$ cat config.mk
export PLATFORM = sky130hd
export DESIGN_NAME = pbiRegDecode
export DESIGN_NICKNAME = d
export VERILOG_FILES = /design/src/verilog/cardPkg.sv /design/src/verilog/pbiBusPkg.sv /design/src/verilog/pbiRegDecode.sv
export SDC_FILE = /design/constraint.sdc
export NUM_CORES = 1
export LEC_CHECK = 0
export BUFFER_PORTS_ARGS = -buffer_cell sky130_fd_sc_hd__buf_2
export CORE_MARGIN = 2
export CORE_UTILIZATION = 52
export DETAILED_ROUTE_END_ITERATION = 8
export GPL_TIMING_DRIVEN = 0
export PLACE_DENSITY_LB_ADDON = 0.25
export REMOVE_ABC_BUFFERS = 1
export SETUP_SLACK_MARGIN = 0.4
export SYNTH_ARGS = -nofsm -noshare
export SYNTH_HDL_FRONTEND = slang
export SYNTH_SLANG_ARGS = --single-unit
$ cat constraint.sdc
create_clock -name clk1 -period 4 [get_ports clk1]
set_input_delay 0.4 -clock clk1 [delete_from_list [all_inputs] [get_ports clk1]]
set_output_delay 0.4 -clock clk1 [all_outputs]
set_load 0.005 [all_outputs]
$ cat src/verilog/cardPkg.sv
// Card side: local bus between the requesters and RAM/SPI, plus DMA types
package cardPkg;

    localparam int ramAddrW = 11;
    localparam int ramBytes = 2048;

    // Which local slave a request goes to
    typedef enum logic {
        tgtRam,
        tgtSpi
    } targetT;

    typedef enum logic {
        opRead,
        opWrite
    } opT;

    // Local bus request, held stable while req is high
    typedef struct packed {
        targetT              target;
        opT                  op;
        logic [ramAddrW-1:0] addr;   // Ignored by the SPI port
        logic [7:0]          wdata;
    } localReqT;

    // One fetch and one store per byte moved
    typedef enum logic [1:0] {
        dmaIdle,
        dmaFetch,
        dmaStore
    } dmaStateT;

    // Byte shifted out while DMA receives from SPI
    localparam logic [7:0] spiFill = 8'hFF;

endpackage

$ cat src/verilog/pbiBusPkg.sv
// Host side of the card: bus request shape and the D1xx register page
package pbiBusPkg;

    // One host access as seen on the parallel bus
    typedef struct packed {
        logic [15:0] addr;
        logic [7:0]  wdata;
        logic        write;  // 1 = host writes
    } hostReqT;

    // Banked window, 128 bytes at D100..D17F
    localparam logic [15:0] ramWinBase  = 16'hD100;
    // D1E0..D1EF, bank number comes from the low address nibble
    localparam logic [15:0] ramBankAddr = 16'hD1E0;

    // DMA address and count, little endian pairs
    localparam logic [15:0] dmaAddrLo   = 16'hD1F7;
    localparam logic [15:0] dmaAddrHi   = 16'hD1F8;
    localparam logic [15:0] dmaCountLo  = 16'hD1F9;
    localparam logic [15:0] dmaCountHi  = 16'hD1FA;
    localparam logic [15:0] dmaStart    = 16'hD1FB;  // Data bit 0 is the direction

    localparam logic [15:0] statusAddr  = 16'hD1FC;  // Bit 0 DMA busy, bit 1 SPI select
    localparam logic [15:0] spiSelAddr  = 16'hD1FD;
    localparam logic [15:0] spiDataAddr = 16'hD1FE;

    // Card enable, written with the one-hot device ID
    localparam logic [15:0] selectAddr  = 16'hD1FF;

    // Floating bus value for unmapped or deselected reads
    localparam logic [7:0]  idleData    = 8'hFF;

endpackage
$ cat src/verilog/pbiRegDecode.sv
module pbiRegDecode (
    input  logic                         clk1,
    input  logic                         rstN,
    input  logic [2:0]                   devId,
    input  pbiBusPkg::hostReqT           hostReq,
    input  logic                         hostReqValid,
    output logic                         hostAck,
    output logic [7:0]                   hostRdata,
    output cardPkg::localReqT            busReq,
    output logic                         busReqValid,
    input  logic                         busAck,
    input  logic [7:0]                   busRdata,
    input  logic                         dmaBusy,
    output logic [cardPkg::ramAddrW-1:0] dmaAddr,
    output logic [15:0]                  dmaCount,
    output logic                         dmaGo,
    output logic                         dmaDir,
    output logic                         spiCs
);

    typedef enum logic [1:0] {
        hpIdle,   // Waiting for a host access
        hpBus,    // Local bus request outstanding
        hpDrain,  // Local ack falling
        hpAck     // Host ack high until the host lets go
    } hostStateT;

    hostStateT   state;
    logic        selected;
    logic [3:0]  bank;
    logic [15:0] addr;
    logic        isWindow;
    logic        isBank;
    logic        dmaWrOk;

    assign addr     = hostReq.addr;
    assign isWindow = addr[15:7] == pbiBusPkg::ramWinBase[15:7];
    assign isBank   = addr[15:4] == pbiBusPkg::ramBankAddr[15:4];
    assign dmaWrOk  = hostReq.write && !dmaBusy;  // DMA regs frozen during a transfer

    always_ff @(posedge clk1) begin
        if (!rstN) begin
            state       <= hpIdle;
            hostAck     <= 1'b0;
            busReqValid <= 1'b0;
            dmaGo       <= 1'b0;
            dmaDir      <= 1'b0;
            dmaAddr     <= '0;
            dmaCount    <= '0;
            selected    <= 1'b0;
            bank        <= '0;
            spiCs       <= 1'b0;
        end else begin
            dmaGo <= 1'b0;  // Single-cycle start pulse
            case (state)
                hpIdle: if (hostReqValid) begin
                    hostRdata <= pbiBusPkg::idleData;
                    if (selected && (isWindow || addr == pbiBusPkg::spiDataAddr)) begin
                        // Window and SPI data go out over the local bus
                        busReq.target <= isWindow ? cardPkg::tgtRam : cardPkg::tgtSpi;
                        busReq.op     <= hostReq.write ? cardPkg::opWrite : cardPkg::opRead;
                        busReq.addr   <= {bank, addr[6:0]};
                        busReq.wdata  <= hostReq.wdata;
                        busReqValid   <= 1'b1;
                        state         <= hpBus;
                    end else begin
                        hostAck <= 1'b1;
                        state   <= hpAck;
                        if (addr == pbiBusPkg::selectAddr) begin
                            if (hostReq.write) begin
                                selected <= hostReq.wdata == (8'd1 << devId);
                            end
                        end else if (selected && isBank) begin
                            if (hostReq.write) bank <= addr[3:0];
                            hostRdata <= {4'h0, bank};
                        end else if (selected) begin
                            case (addr)
                                pbiBusPkg::dmaAddrLo: begin
                                    if (dmaWrOk) dmaAddr[7:0] <= hostReq.wdata;
                                    hostRdata <= dmaAddr[7:0];
                                end
                                pbiBusPkg::dmaAddrHi: begin
                                    if (dmaWrOk) dmaAddr[10:8] <= hostReq.wdata[2:0];
                                    hostRdata <= {5'h0, dmaAddr[10:8]};
                                end
                                pbiBusPkg::dmaCountLo: begin
                                    if (dmaWrOk) dmaCount[7:0] <= hostReq.wdata;
                                    hostRdata <= dmaCount[7:0];
                                end
                                pbiBusPkg::dmaCountHi: begin
                                    if (dmaWrOk) dmaCount[15:8] <= hostReq.wdata;
                                    hostRdata <= dmaCount[15:8];
                                end
                                pbiBusPkg::dmaStart: if (dmaWrOk) begin
                                    dmaGo  <= 1'b1;
                                    dmaDir <= hostReq.wdata[0];
                                end
                                pbiBusPkg::statusAddr: hostRdata <= {6'h0, spiCs, dmaBusy};
                                pbiBusPkg::spiSelAddr: begin
                                    if (hostReq.write) spiCs <= hostReq.wdata[0];
                                    hostRdata <= {7'h0, spiCs};
                                end
                                default: ;  // Unmapped, reads float
                            endcase
                        end
                    end
                end
                hpBus: if (busAck) begin
                    busReqValid <= 1'b0;
                    hostRdata   <= busRdata;
                    state       <= hpDrain;
                end
                hpDrain: if (!busAck) begin
                    hostAck <= 1'b1;
                    state   <= hpAck;
                end
                hpAck: if (!hostReqValid) begin
                    hostAck <= 1'b0;
                    state   <= hpIdle;
                end
                default: state <= hpIdle;
            endcase
        end
    end

    // The host must have been asking in the cycle the ack went up
    ackNeedsReq: assert property (@(posedge clk1) disable iff (!rstN)
        $rose(hostAck) |-> $past(hostReqValid));

endmodule

# Word level (Yosys, flattened, before mapping)
# Index checks and enable logic that the tools add are counted.
# word_totals
reg_bits,68
inputBits,41
out_inout_bits,61
word_cells,95
# op_classes
eq_ne,21
shifts,1
mux,26
bitwise,8
reduce_logical,22
# op_table
op,n
"equality test 16 bit, second input constant",9
two-way mux 8 bit,6
one-hot mux 8 bit (6 select lines),1
AND reduction 8 bit,6
one-hot mux 8 bit (2 select lines),1
AND reduction 4 bit,4
"equality test 12 bit, second input constant",1
"inequality test 2 bit, second input constant",6
two-way mux 1 bit,10
two-way mux 2 bit,5
AND reduction 5 bit,2
"equality test 9 bit, second input constant",1
equality test 8 bit,1
inverter 1 bit,8
one-hot mux 2 bit (4 select lines),1
OR reduction 8 bit,1
"left shift 1 x 3 -> 8 bit, first input constant",1
AND reduction 6 bit,1
"equality test 2 bit, second input constant",2
logical AND 1 bit,3
one-hot mux 1 bit (3 select lines),1
nonzero test 3 bit,1
"equality test 2 x 1 -> 1 bit, second input constant",1
zero test 2 bit,1
4 further kinds,4

# Logic depth before layout (Yosys ltp)
# Gate-level depths: netlist of the first run.
# logic_depth
depth_word,8
mapped_depth,8
mapped_depth_nobuf,7

# Worst setup path before layout of the first run
# OpenSTA, ideal clock, no wires.
# synth_path
kind,in2reg
start,in hostReq[18] in the netlist's numbering
end,reg busReq[0] in the netlist's numbering (enable)
setup_ns,0.379
arrival_time_ns,1.932
setup_slack_ns,1.689
cell_stages,4
n_path_buf,0
cell_sequence,nor4b_4 -> nand2_2 -> nor3_2 -> and4_1
# synth_between
elab_chain_cells,4
word_cells_on_any_way,5
classes_between,2 x eq/ne; 3 x reduce/logical
# synth_lines
item,line_no,rtl
from (decl),pbiRegDecode.sv:5,"input pbiBusPkg::hostReqT hostReq,"
equality test 16 bit or equality test 9 bit (tied branches),"pbiRegDecode.sv:58, pbiRegDecode.sv:37",
logical OR 1 bit (*),pbiRegDecode.sv:58,if (selected && (isWindow || addr == pbiBusPkg::spiDataAddr)) begin
logical AND 1 bit (*),pbiRegDecode.sv:58,
AND reduction 4 bit (no line) (*),--,
to (decl),pbiRegDecode.sv:9,"output cardPkg::localReqT busReq,"
# Every way passes the cells marked *; elsewhere a longest branch is shown, timed or not.
# A chain may end at the register's enable or synchronous reset.

# Worst setup path in the final report of the first run
# layout_path
start,reg state[0]
end,reg dmaCount[14]
# layout_between
elab_chain_cells,2
# layout_lines
item,line_no,rtl
from (decl),pbiRegDecode.sv:28,hostStateT state;
from (signal assigned),pbiRegDecode.sv:43,state <= hpIdle;
from (signal assigned),pbiRegDecode.sv:65,state <= hpBus;
from (signal assigned),pbiRegDecode.sv:68,state <= hpAck;
zero test 2 bit,pbiRegDecode.sv:55,case (state)
AND reduction 8 bit (no line),--,
to (signal assigned),pbiRegDecode.sv:91,if (dmaWrOk) dmaCount[15:8] <= hostReq.wdata;
to (decl),pbiRegDecode.sv:15,"output logic [15:0] dmaCount,"
# No other way between the ends.

==> results.cfg, run 1 <==
[route]
drc = 0
postRouteAntennaNets = 0
wl_per_cell_um = 16.9
first_pass_iters = 5
finalWirelength_um = 8190
vias_per_cell = 5.69
drt_iter0_drc = 171
num_vias = 2762

[worst_hold_path]
holdCritPathClass = in2reg

[finish]
layout-drive-gt1-share = 0.328
syn2layout_area_growth_pct = 22.1
num_antenna_cells = 0
nNetsFinal = 448
postLayoutCoreUtil = 0.653

[global_route]
antenna_found_initial = 0
grt_max_degree = 44
grt-ovfl-total = 0
grt_usage = 0.230
grt_pass1_wl_um = 12900
grt_pass1_vias = 2577

[worst_setup_path]
crit_cells = 7
cp_max_fo = 11
end_kind = flip-flop
start_kind = flip-flop
rr_startpoint = state[0]
endpoint = dmaCount[14]
worstSetupPathType = reg2reg
critical_path.slowest_cell = nor3b_2
reg2reg_to = dmaCount[14]
path_buf_inv = 1
arrival_ps = 2950
path_cells = inv_1 -> ha_1 -> nand3_1 -> and2b_2 -> nor3b_2 -> mux2i_1 -> nor2b_1
regToRegSetupSlack_ps = 1290
worst-r2r-cell-count = 7
cp_top_family = simple AND/OR/NAND/NOR gates
cp_slowest_stage_delay_ps = 760
cp.required_ps = 4240
startpoint = state[0]

[clock_tree]
cts_inserted_buffers = 9
clk_path_buf_depth = 2
cts_resized = 0
post-cts-setup-buffers = 0
clk_latency_ps = 350
cts_tree = done
postCtsHoldBufs = 0
htreeDepth = 3
cts.sinks = 68
root_buffer = clkbuf_8
clk_pin_slew_ps = 70

[timing]
slew_headroom = 0.311
finalSetupViolCount = 0
slew_violations = 0
min_period_over_period = 0.677
period_needed_ps = 2710
hold_viol = 0
rsz0062_at_grt = false
timing.fmax_mhz = 369
skew_ps = 8.47
worst_pin_slew_ps = 1030
fin_setup_tns_ps = 0

[synthesis]
synth-edff-count = 29
synthCells = 308
synth_area_leader_cell = edfxtp_1
synth.most_common_cell = dfxtp_1
syn-mean-instance-area_um2 = 11.0
ys_seq_elements = 68
yosys_warnings = 0
synth_seq_area_share = 0.489
syn_area_um2 = 3370
ys_async_sr_fraction = 0
synth_top_area_frac = 0.258
synth_area_leaders = edfxtp_1 26%, dfxtp_1 23%, mux2i_1 11%, nor2b_1 7.0%, o21ai_0 2.1%
synthFlopType = dfxtp_1
yosysUniqueCellTypes = 57
synthTopCellsByCount = 39 x dfxtp_1, 38 x nor2b_1, 36 x mux2i_1, 29 x edfxtp_1, 18 x nand2_1

[power_and_ir_drop]
worst_ir_drop_vdd_v = 0.000224
p_leak_nw = 1.71
seqPwrFrac = 0.472
p_int_mw = 1.21
combPwrFrac = 0.165
net-switching-power_mw = 0.437
power.density_nw_per_um2 = 399
swShare = 0.266
clock_power_share = 0.363

[floorplanning]
die_h_um = 84.6
dieArea_um2 = 7150
start_util = 0.534
coreArea_um2 = 6310
rows = 29
io_pins = 102
die_x_um = 84.6

[flow_run]
cap_violations = 0

[placed_design]
io_buffers = 101
hpwl_um = 5910
gp_congestion = 0.875

[status]
status = complete, no violations
-- power groups by stage --
stage / Clock (mW) / Sequential (mW) / Combinational, mW
after floorplan: 0 / 0.791 / 0.163
after global placement: 0 / 0.790 / 0.257
after detailed placement: 0 / 0.792 / 0.270
after CTS: 0.604 / 0.776 / 0.271
after global routing: 0.640 / 0.779 / 0.299
final: 0.597 / 0.776 / 0.271
-- sequential cells by signal (all words and copies together), names as in the netlist, 2 cells and up --
name and count:
bank 4, busReq 21, dmaCount 16, dmaAddr 11, state 2, hostRdata 8
-- layout make-up --
cell class                      instances  area (µm²)
Tap cell                               77        96.3
Timing Repair Buffer                  101         505
Sequential cell                        68        1650
Inverter                                8        30.0
Multi-Input combinational cell        215        1620
Fill cell                             527        2190
Clock inverter                          3        43.8
Clock buffer                           13         169
-- metrics by stage --
step	power, mW	hold slack [ps]	worst slack, ps	cell area (µm²)	cells
after floorplan	0.954	423	1690	3310	291
after global placement	1.05	438	1050	3910	469
after detailed placement	1.06	453	1030	3910	469
after CTS	1.65	242	1280	4120	485
after global routing	1.72	243	1100	4120	485
final	1.64	246	1290	4120	485
-- logic make-up (layout without fill, tap and decap cells) --
group,after synthesis,in the layout,share of synthesized area
flip-flops,68,68,0.489
AND/OR/NAND/NOR,119,119,0.244
multiplexers,39,39,0.120
buffers and inverters,25,125,0.0293
AO/OA/AOI/OAI,53,53,0.103
adder cells (fa/ha/maj),4,4,0.0148
-- how the worst min path moves through the flow --
stage                     slack, ps    endpoint  startpoint  cells after the start
after global placement          440  busReq[18]     bank[3]                      0
after global routing            240  busReq[19]  hostReq[0]                      1
after CTS                       240  busReq[19]  hostReq[0]                      1
after floorplan                 420  busReq[16]     bank[1]                      0
final                           250  busReq[19]  hostReq[0]                      1
after detailed placement        450  busReq[16]     bank[1]                      0
-- cell usage in the layout, fill, tap and decap left out, drive strengths merged, types with 3 or more instances in the layout --
master,instances
buf,101
dfxtp,39
nor2b,38
mux2i,36
edfxtp,29
nand2,19
o21ai,16
nand3,14
clkbuf,13
inv,8
a31oi,7
a22oi,6
a21oi,6
and4b,5
nand3b,5
nand4b,5
nor3,5
nand4,4
ha,4
nor4b,4
nor2,3
nand2b,3
o21a,3
o31ai,3
-- per-layer routing --
metal | vias to the layer above | global-route usage | part of all wire
met5 | - | 0 | 0
met2 | 96 | 0.367 | 0.47
met4 | 0 | 0.0880 | 0.016
met3 | 10 | 0.0521 | 0.070
li1 | 1338 | - | -
met1 | 1318 | 0.307 | 0.44
No activity file was read; power rests on OpenSTA's default activity.
==> inputs of run 2 (changes only) <==
--- a/config.mk
+++ b/config.mk
@@ -7,7 +7,7 @@
 export LEC_CHECK = 0
 export BUFFER_PORTS_ARGS = -buffer_cell sky130_fd_sc_hd__buf_2
 export CORE_MARGIN = 2
-export CORE_UTILIZATION = 52
+export CORE_UTILIZATION = 46
 export DETAILED_ROUTE_END_ITERATION = 8
 export GPL_TIMING_DRIVEN = 0
 export PLACE_DENSITY_LB_ADDON = 0.25
==> constraint.sdc (replaced) <==
create_clock -name clk1 -period 2.3 [get_ports clk1]
set_input_delay 0.23 -clock clk1 [delete_from_list [all_inputs] [get_ports clk1]]
set_output_delay 0.23 -clock clk1 [all_outputs]
set_load 0.005 [all_outputs]
==> run 2 against run 1 <==
  * Clock skew decreased by 1.9 ps
  * Routed wire length increased by 0.37%
  * Largest cell class is now multi-input combinational cells
  * Non-clock buffer count increased by 7
  * Critical path type unchanged
  * Clock power increased by 55%
==> results.cfg, run 2 (synthesized netlist as in run 1, its figures left out) <==
[finish]
multiInputGateArea_um2 = 1670
top_regs = busReq: 21 flops, dmaCount: 16 flops, dmaAddr: 11 flops
top_register = busReq
layout-drive-gt1-share = 0.352
final_common_cell = buf_2
largest_reg_flops = 21
regArea_um2 = 1650
nNetsFinal = 455
postLayoutCoreUtil = 0.589
syn2layout_area_growth_pct = 25.3
stdcell_count = 514
nFillCells = 644
num_antenna_cells = 0
mostFrequentLayoutCells = 101 x buf_2, 39 x dfxtp_1, 38 x nor2b_1, 36 x mux2i_1, 29 x edfxtp_1

[placed_design]
gp_congestion = 0.819
hpwl_um = 5880
io_buffers = 101
dp.cells = 491

[clock_tree]
cts.sinks = 68
clk_latency_ps = 330
root_buffer = clkbuf_8
clk_pin_slew_ps = 70
cts_inserted_buffers = 9
htreeDepth = 3
clk_path_buf_depth = 2
postCtsHoldBufs = 0
cts_tree = done

[route]
num_vias = 2773
wl_per_cell_um = 16.0
drt_iter0_drc = 233
vias_per_cell = 5.39
first_pass_iters = 4
finalWirelength_um = 8220
postRouteAntennaNets = 0
drc = 0

[timing]
finalSetupViolCount = 0
rsz0062_at_grt = false
min_period_over_period = 0.795
timing.fmax_mhz = 547
skew_ps = 6.62
period_needed_ps = 1830
slew_violations = 0
hold_viol = 0
slew_headroom = 0.573
worst_pin_slew_ps = 641

[global_route]
grt_pass1_vias = 2456
antenna_found_initial = 0
grt_pass1_wl_um = 12400
grt-ovfl-total = 0
grt_max_degree = 44
grt_usage = 0.205

[worst_hold_path]
holdCritPathClass = in2reg

[floorplanning]
die_x_um = 89.7
die_h_um = 89.7
rows = 31
coreArea_um2 = 7180
start_util = 0.470
dieArea_um2 = 8040
io_pins = 102

[worst_setup_path]
path_buf_inv = 0
cp_max_fo = 21
worstSetupPathType = reg2reg
start_kind = flip-flop
cp_top_family = simple AND/OR/NAND/NOR gates
cp.required_ps = 2300
critical_path.slowest_cell = and4_4
end_kind = flip-flop
cp_slowest_stage_delay_ps = 500
arrival_ps = 1830
path_cells = nand2_2 -> nor3_2 -> and4_4

[power_and_ir_drop]
worst_ir_drop_vdd_v = 0.000344
power.density_nw_per_um2 = 668
p_leak_nw = 1.75

[status]
status = complete, no violations

[flow_run]
cap_violations = 0
-- run 2: cell count changes in the layout (fill, tap and decap cells not counted), moves of 2 or more --
cell and change:
buf_4 +6, ha_1 -2, clkinv_2 +2, clkbuf_8 -3
-- run 2: what timing repair did --
action,in CTS,in global routing
resized for setup,7,4
pin swaps,2,1
buffers inserted,5,2
endpoints found under the hold margin,0,0
setup endpoints to repair,59,31
-- run 2: layer usage --
metal	track usage	wire [µm]	part of all wire	vias up
met1	0.289	3650	0.44	1308
met5	0	0	0	-
met3	0.0430	582	0.071	6
met2	0.311	3920	0.48	108
li1	-	-	-	1351
met4	0.0746	71	0.0086	0
-- run 2: final timing paths --
kind                                  start    endpoint  slack [ps]  depth (start not counted)
worst max-delay path               selected   busReq[2]         470                          3
worst min-delay path            hostReq[13]  busReq[12]         110                          1
worst max register to register     selected   busReq[2]         470                          3
worst min register to register      bank[0]  busReq[15]         470                          0
-- run 2: final cells by class --
cell class	count	share of cell area
clock inverter	5	0.0124
inverter	8	0.00769
tap	99	0.0293
multi-input combinational	215	0.394
sequential	68	0.391
clock buffer	11	0.0311
timing repair buffer	108	0.135
-- run 2: through the flow --
| stage | total power, mW | setup WS (ps) | hold WS [ps] | cell area (µm²) | setup TNS (ps) |
|---|---|---|---|---|---|
| after global placement | 1.83 | -499 | 432 | 3940 | -13250 |
| after detailed placement | 1.84 | -519 | 435 | 3940 | -13640 |
| after global routing | 2.96 | 414 | 104 | 4230 | 0 |
| after floorplan | 1.66 | 97.4 | 329 | 3310 | 0 |
| final | 2.82 | 471 | 110 | 4230 | 0 |
| after CTS | 2.78 | 379 | 92.0 | 4190 | 0 |
-- run 2: power breakdown --
part	total, mW	internal [mW]	leakage [nW]	switching [mW]
combinational	0.546	0.234	1.10	0.312
clock	0.928	0.496	0.0931	0.432
sequential	1.35	1.32	0.561	0.0250
==> inputs of run 3 (changes only) <==
--- a/config.mk
+++ b/config.mk
@@ -7,7 +7,7 @@
 export LEC_CHECK = 0
 export BUFFER_PORTS_ARGS = -buffer_cell sky130_fd_sc_hd__buf_2
 export CORE_MARGIN = 2
-export CORE_UTILIZATION = 46
+export CORE_UTILIZATION = 51
 export DETAILED_ROUTE_END_ITERATION = 8
 export GPL_TIMING_DRIVEN = 0
 export PLACE_DENSITY_LB_ADDON = 0.25
==> constraint.sdc (replaced) <==
create_clock -name clk1 -period 1.9 [get_ports clk1]
set_input_delay 0.19 -clock clk1 [delete_from_list [all_inputs] [get_ports clk1]]
set_output_delay 0.19 -clock clk1 [all_outputs]
set_load 0.005 [all_outputs]
==> run 3 against run 2 <==
  * Global-route usage grew 5.0 points
  * Hold slack worse by 39 ps
  * Clock power increased by 38%
  * Combinational power rose by 59%
  * First-iteration DRC count grew 27%
  * Non-clock buffer count rose by 7
  * Count of clock-buffer cells in the layout is 3 higher
  * Clock skew increased by 3.3 ps
  * Largest power group unchanged
  * Sequential cell count unchanged
  * Via count rose by 5.8%
  * Total power is 34% higher
  * Critical path type unchanged
==> results.cfg, run 3 (synthesized netlist as in run 1, its figures left out) <==
[clock_tree]
cts_inserted_buffers = 9
cts.sinks = 68
htreeDepth = 3
clk_path_buf_depth = 2
cts_tree = done
root_buffer = clkbuf_8
clk_pin_slew_ps = 70
clk_latency_ps = 340

[worst_setup_path]
arrival_ps = 1910
worstSetupPathType = reg2reg
path_buf_inv = 2
worst-r2r-cell-count = 8
cp.required_ps = 2120
start_kind = flip-flop
cp_max_fo = 8
cp_top_family = simple AND/OR/NAND/NOR gates
crit_cells = 8
end_kind = flip-flop
critical_path.slowest_cell = dfxtp_2
cp_slowest_stage_delay_ps = 340
path_cells = inv_2 -> ha_4 -> nand3_4 -> and2b_2 -> nor3b_4 -> buf_12 -> mux2i_2 -> nor2b_1

[global_route]
grt-ovfl-total = 0
grt_usage = 0.255
antenna_found_initial = 0
grt_pass1_wl_um = 14400
grt_pass1_vias = 2761
grt_max_degree = 47

[timing]
worst_pin_slew_ps = 727
timing.fmax_mhz = 592
slew_violations = 0
hold_viol = 0
fin_setup_tns_ps = 0
rsz0062_at_grt = true
period_needed_ps = 1690
slew_headroom = 0.515
skew_ps = 9.90
min_period_over_period = 0.888
finalSetupViolCount = 0

[status]
status = complete, no violations

[finish]
largest_reg_flops = 21
nFillCells = 478
regArea_um2 = 1660
multiInputGateArea_um2 = 1790
layout-drive-gt1-share = 0.407
syn2layout_area_growth_pct = 31.5
top_regs = busReq: 21 flops, dmaCount: 16 flops, dmaAddr: 11 flops
num_antenna_cells = 0
postLayoutCoreUtil = 0.695
nNetsFinal = 465
top_register = busReq
fin_area_um2 = 4440
final_common_cell = buf_2
mostFrequentLayoutCells = 99 x buf_2, 38 x nor2b_1, 36 x dfxtp_1, 35 x mux2i_1, 29 x edfxtp_1

[route]
drt_iter0_drc = 297
first_pass_iters = 6
vias_per_cell = 5.85
num_vias = 2935
finalWirelength_um = 9220
wl_per_cell_um = 18.4
drc = 0
postRouteAntennaNets = 0

[placed_design]
hpwl_um = 5860
io_buffers = 101
place_area_um2 = 3910
gp_congestion = 0.872

[floorplanning]
rows = 29
die_x_um = 85.3
dieArea_um2 = 7280
start_util = 0.528
coreArea_um2 = 6390
io_pins = 102
die_h_um = 85.3

[power_and_ir_drop]
worst_ir_drop_vdd_v = 0.000626
finalPower_mw = 3.78
p_leak_nw = 1.92
power.density_nw_per_um2 = 853

[flow_run]
cap_violations = 0

[worst_hold_path]
min_path_cells = 1
holdCritPathClass = in2reg
run 3: changes by cell type in the layout (fill, tap and decap cells not counted), sizes merged:
cell,previous run,this run
buf,108,114
bufinv,1,0
clkbuf,11,15
clkinvlp,1,0
and4,2,5
clkinv,3,2
run 3: path summary, 6_finish.rpt:
kind	slack, ps	endpoint	start
worst max-delay path	210	dmaCount[11]	state[0]
worst min-delay path	70	busReq[12]	hostReq[13]
worst max register to register	210	dmaCount[11]	state[0]
worst min register to register	470	busReq[18]	bank[3]
run 3: per-layer routing:
metal	share of wire	vias up	routed length [µm]	GRT usage
li1	-	1384	-	-
met1	0.43	1389	3960	0.340
met2	0.48	145	4400	0.417
met3	0.075	17	691	0.0418
met4	0.018	0	163	0.0952
met5	0	-	0	0
run 3: layout make-up:
cell class,instances,area share
Clock buffer,14,0.0485
Tap cell,77,0.0217
Clock inverter,2,0.00226
Sequential cell,68,0.374
Multi-Input combinational cell,218,0.402
Inverter,8,0.00733
Timing Repair Buffer,115,0.144
run 3: power by group:
group	leakage [nW]	switching (mW)	internal (mW)	total, mW
logic	1.24	0.479	0.389	0.868
clock network	0.119	0.543	0.737	1.28
registers	0.563	0.0310	1.61	1.64
run 3: stage by stage:
step,hold WS (ps),setup WS (ps),std cells
2_1_floorplan,289,-303,291
3_3_place_gp,393,-822,469
3_5_place_dp,402,-889,469
4_1_cts,60.3,269,500
5_1_grt,67.0,137,502
6_report,70.4,212,502
run 3: timing repair:
action,CTS,global route
endpoints found under the setup margin,75,56
resized for setup,31,12
hold buffers,0,0
cloned,3,0
setup buffers,12,2
pin swaps,7,11
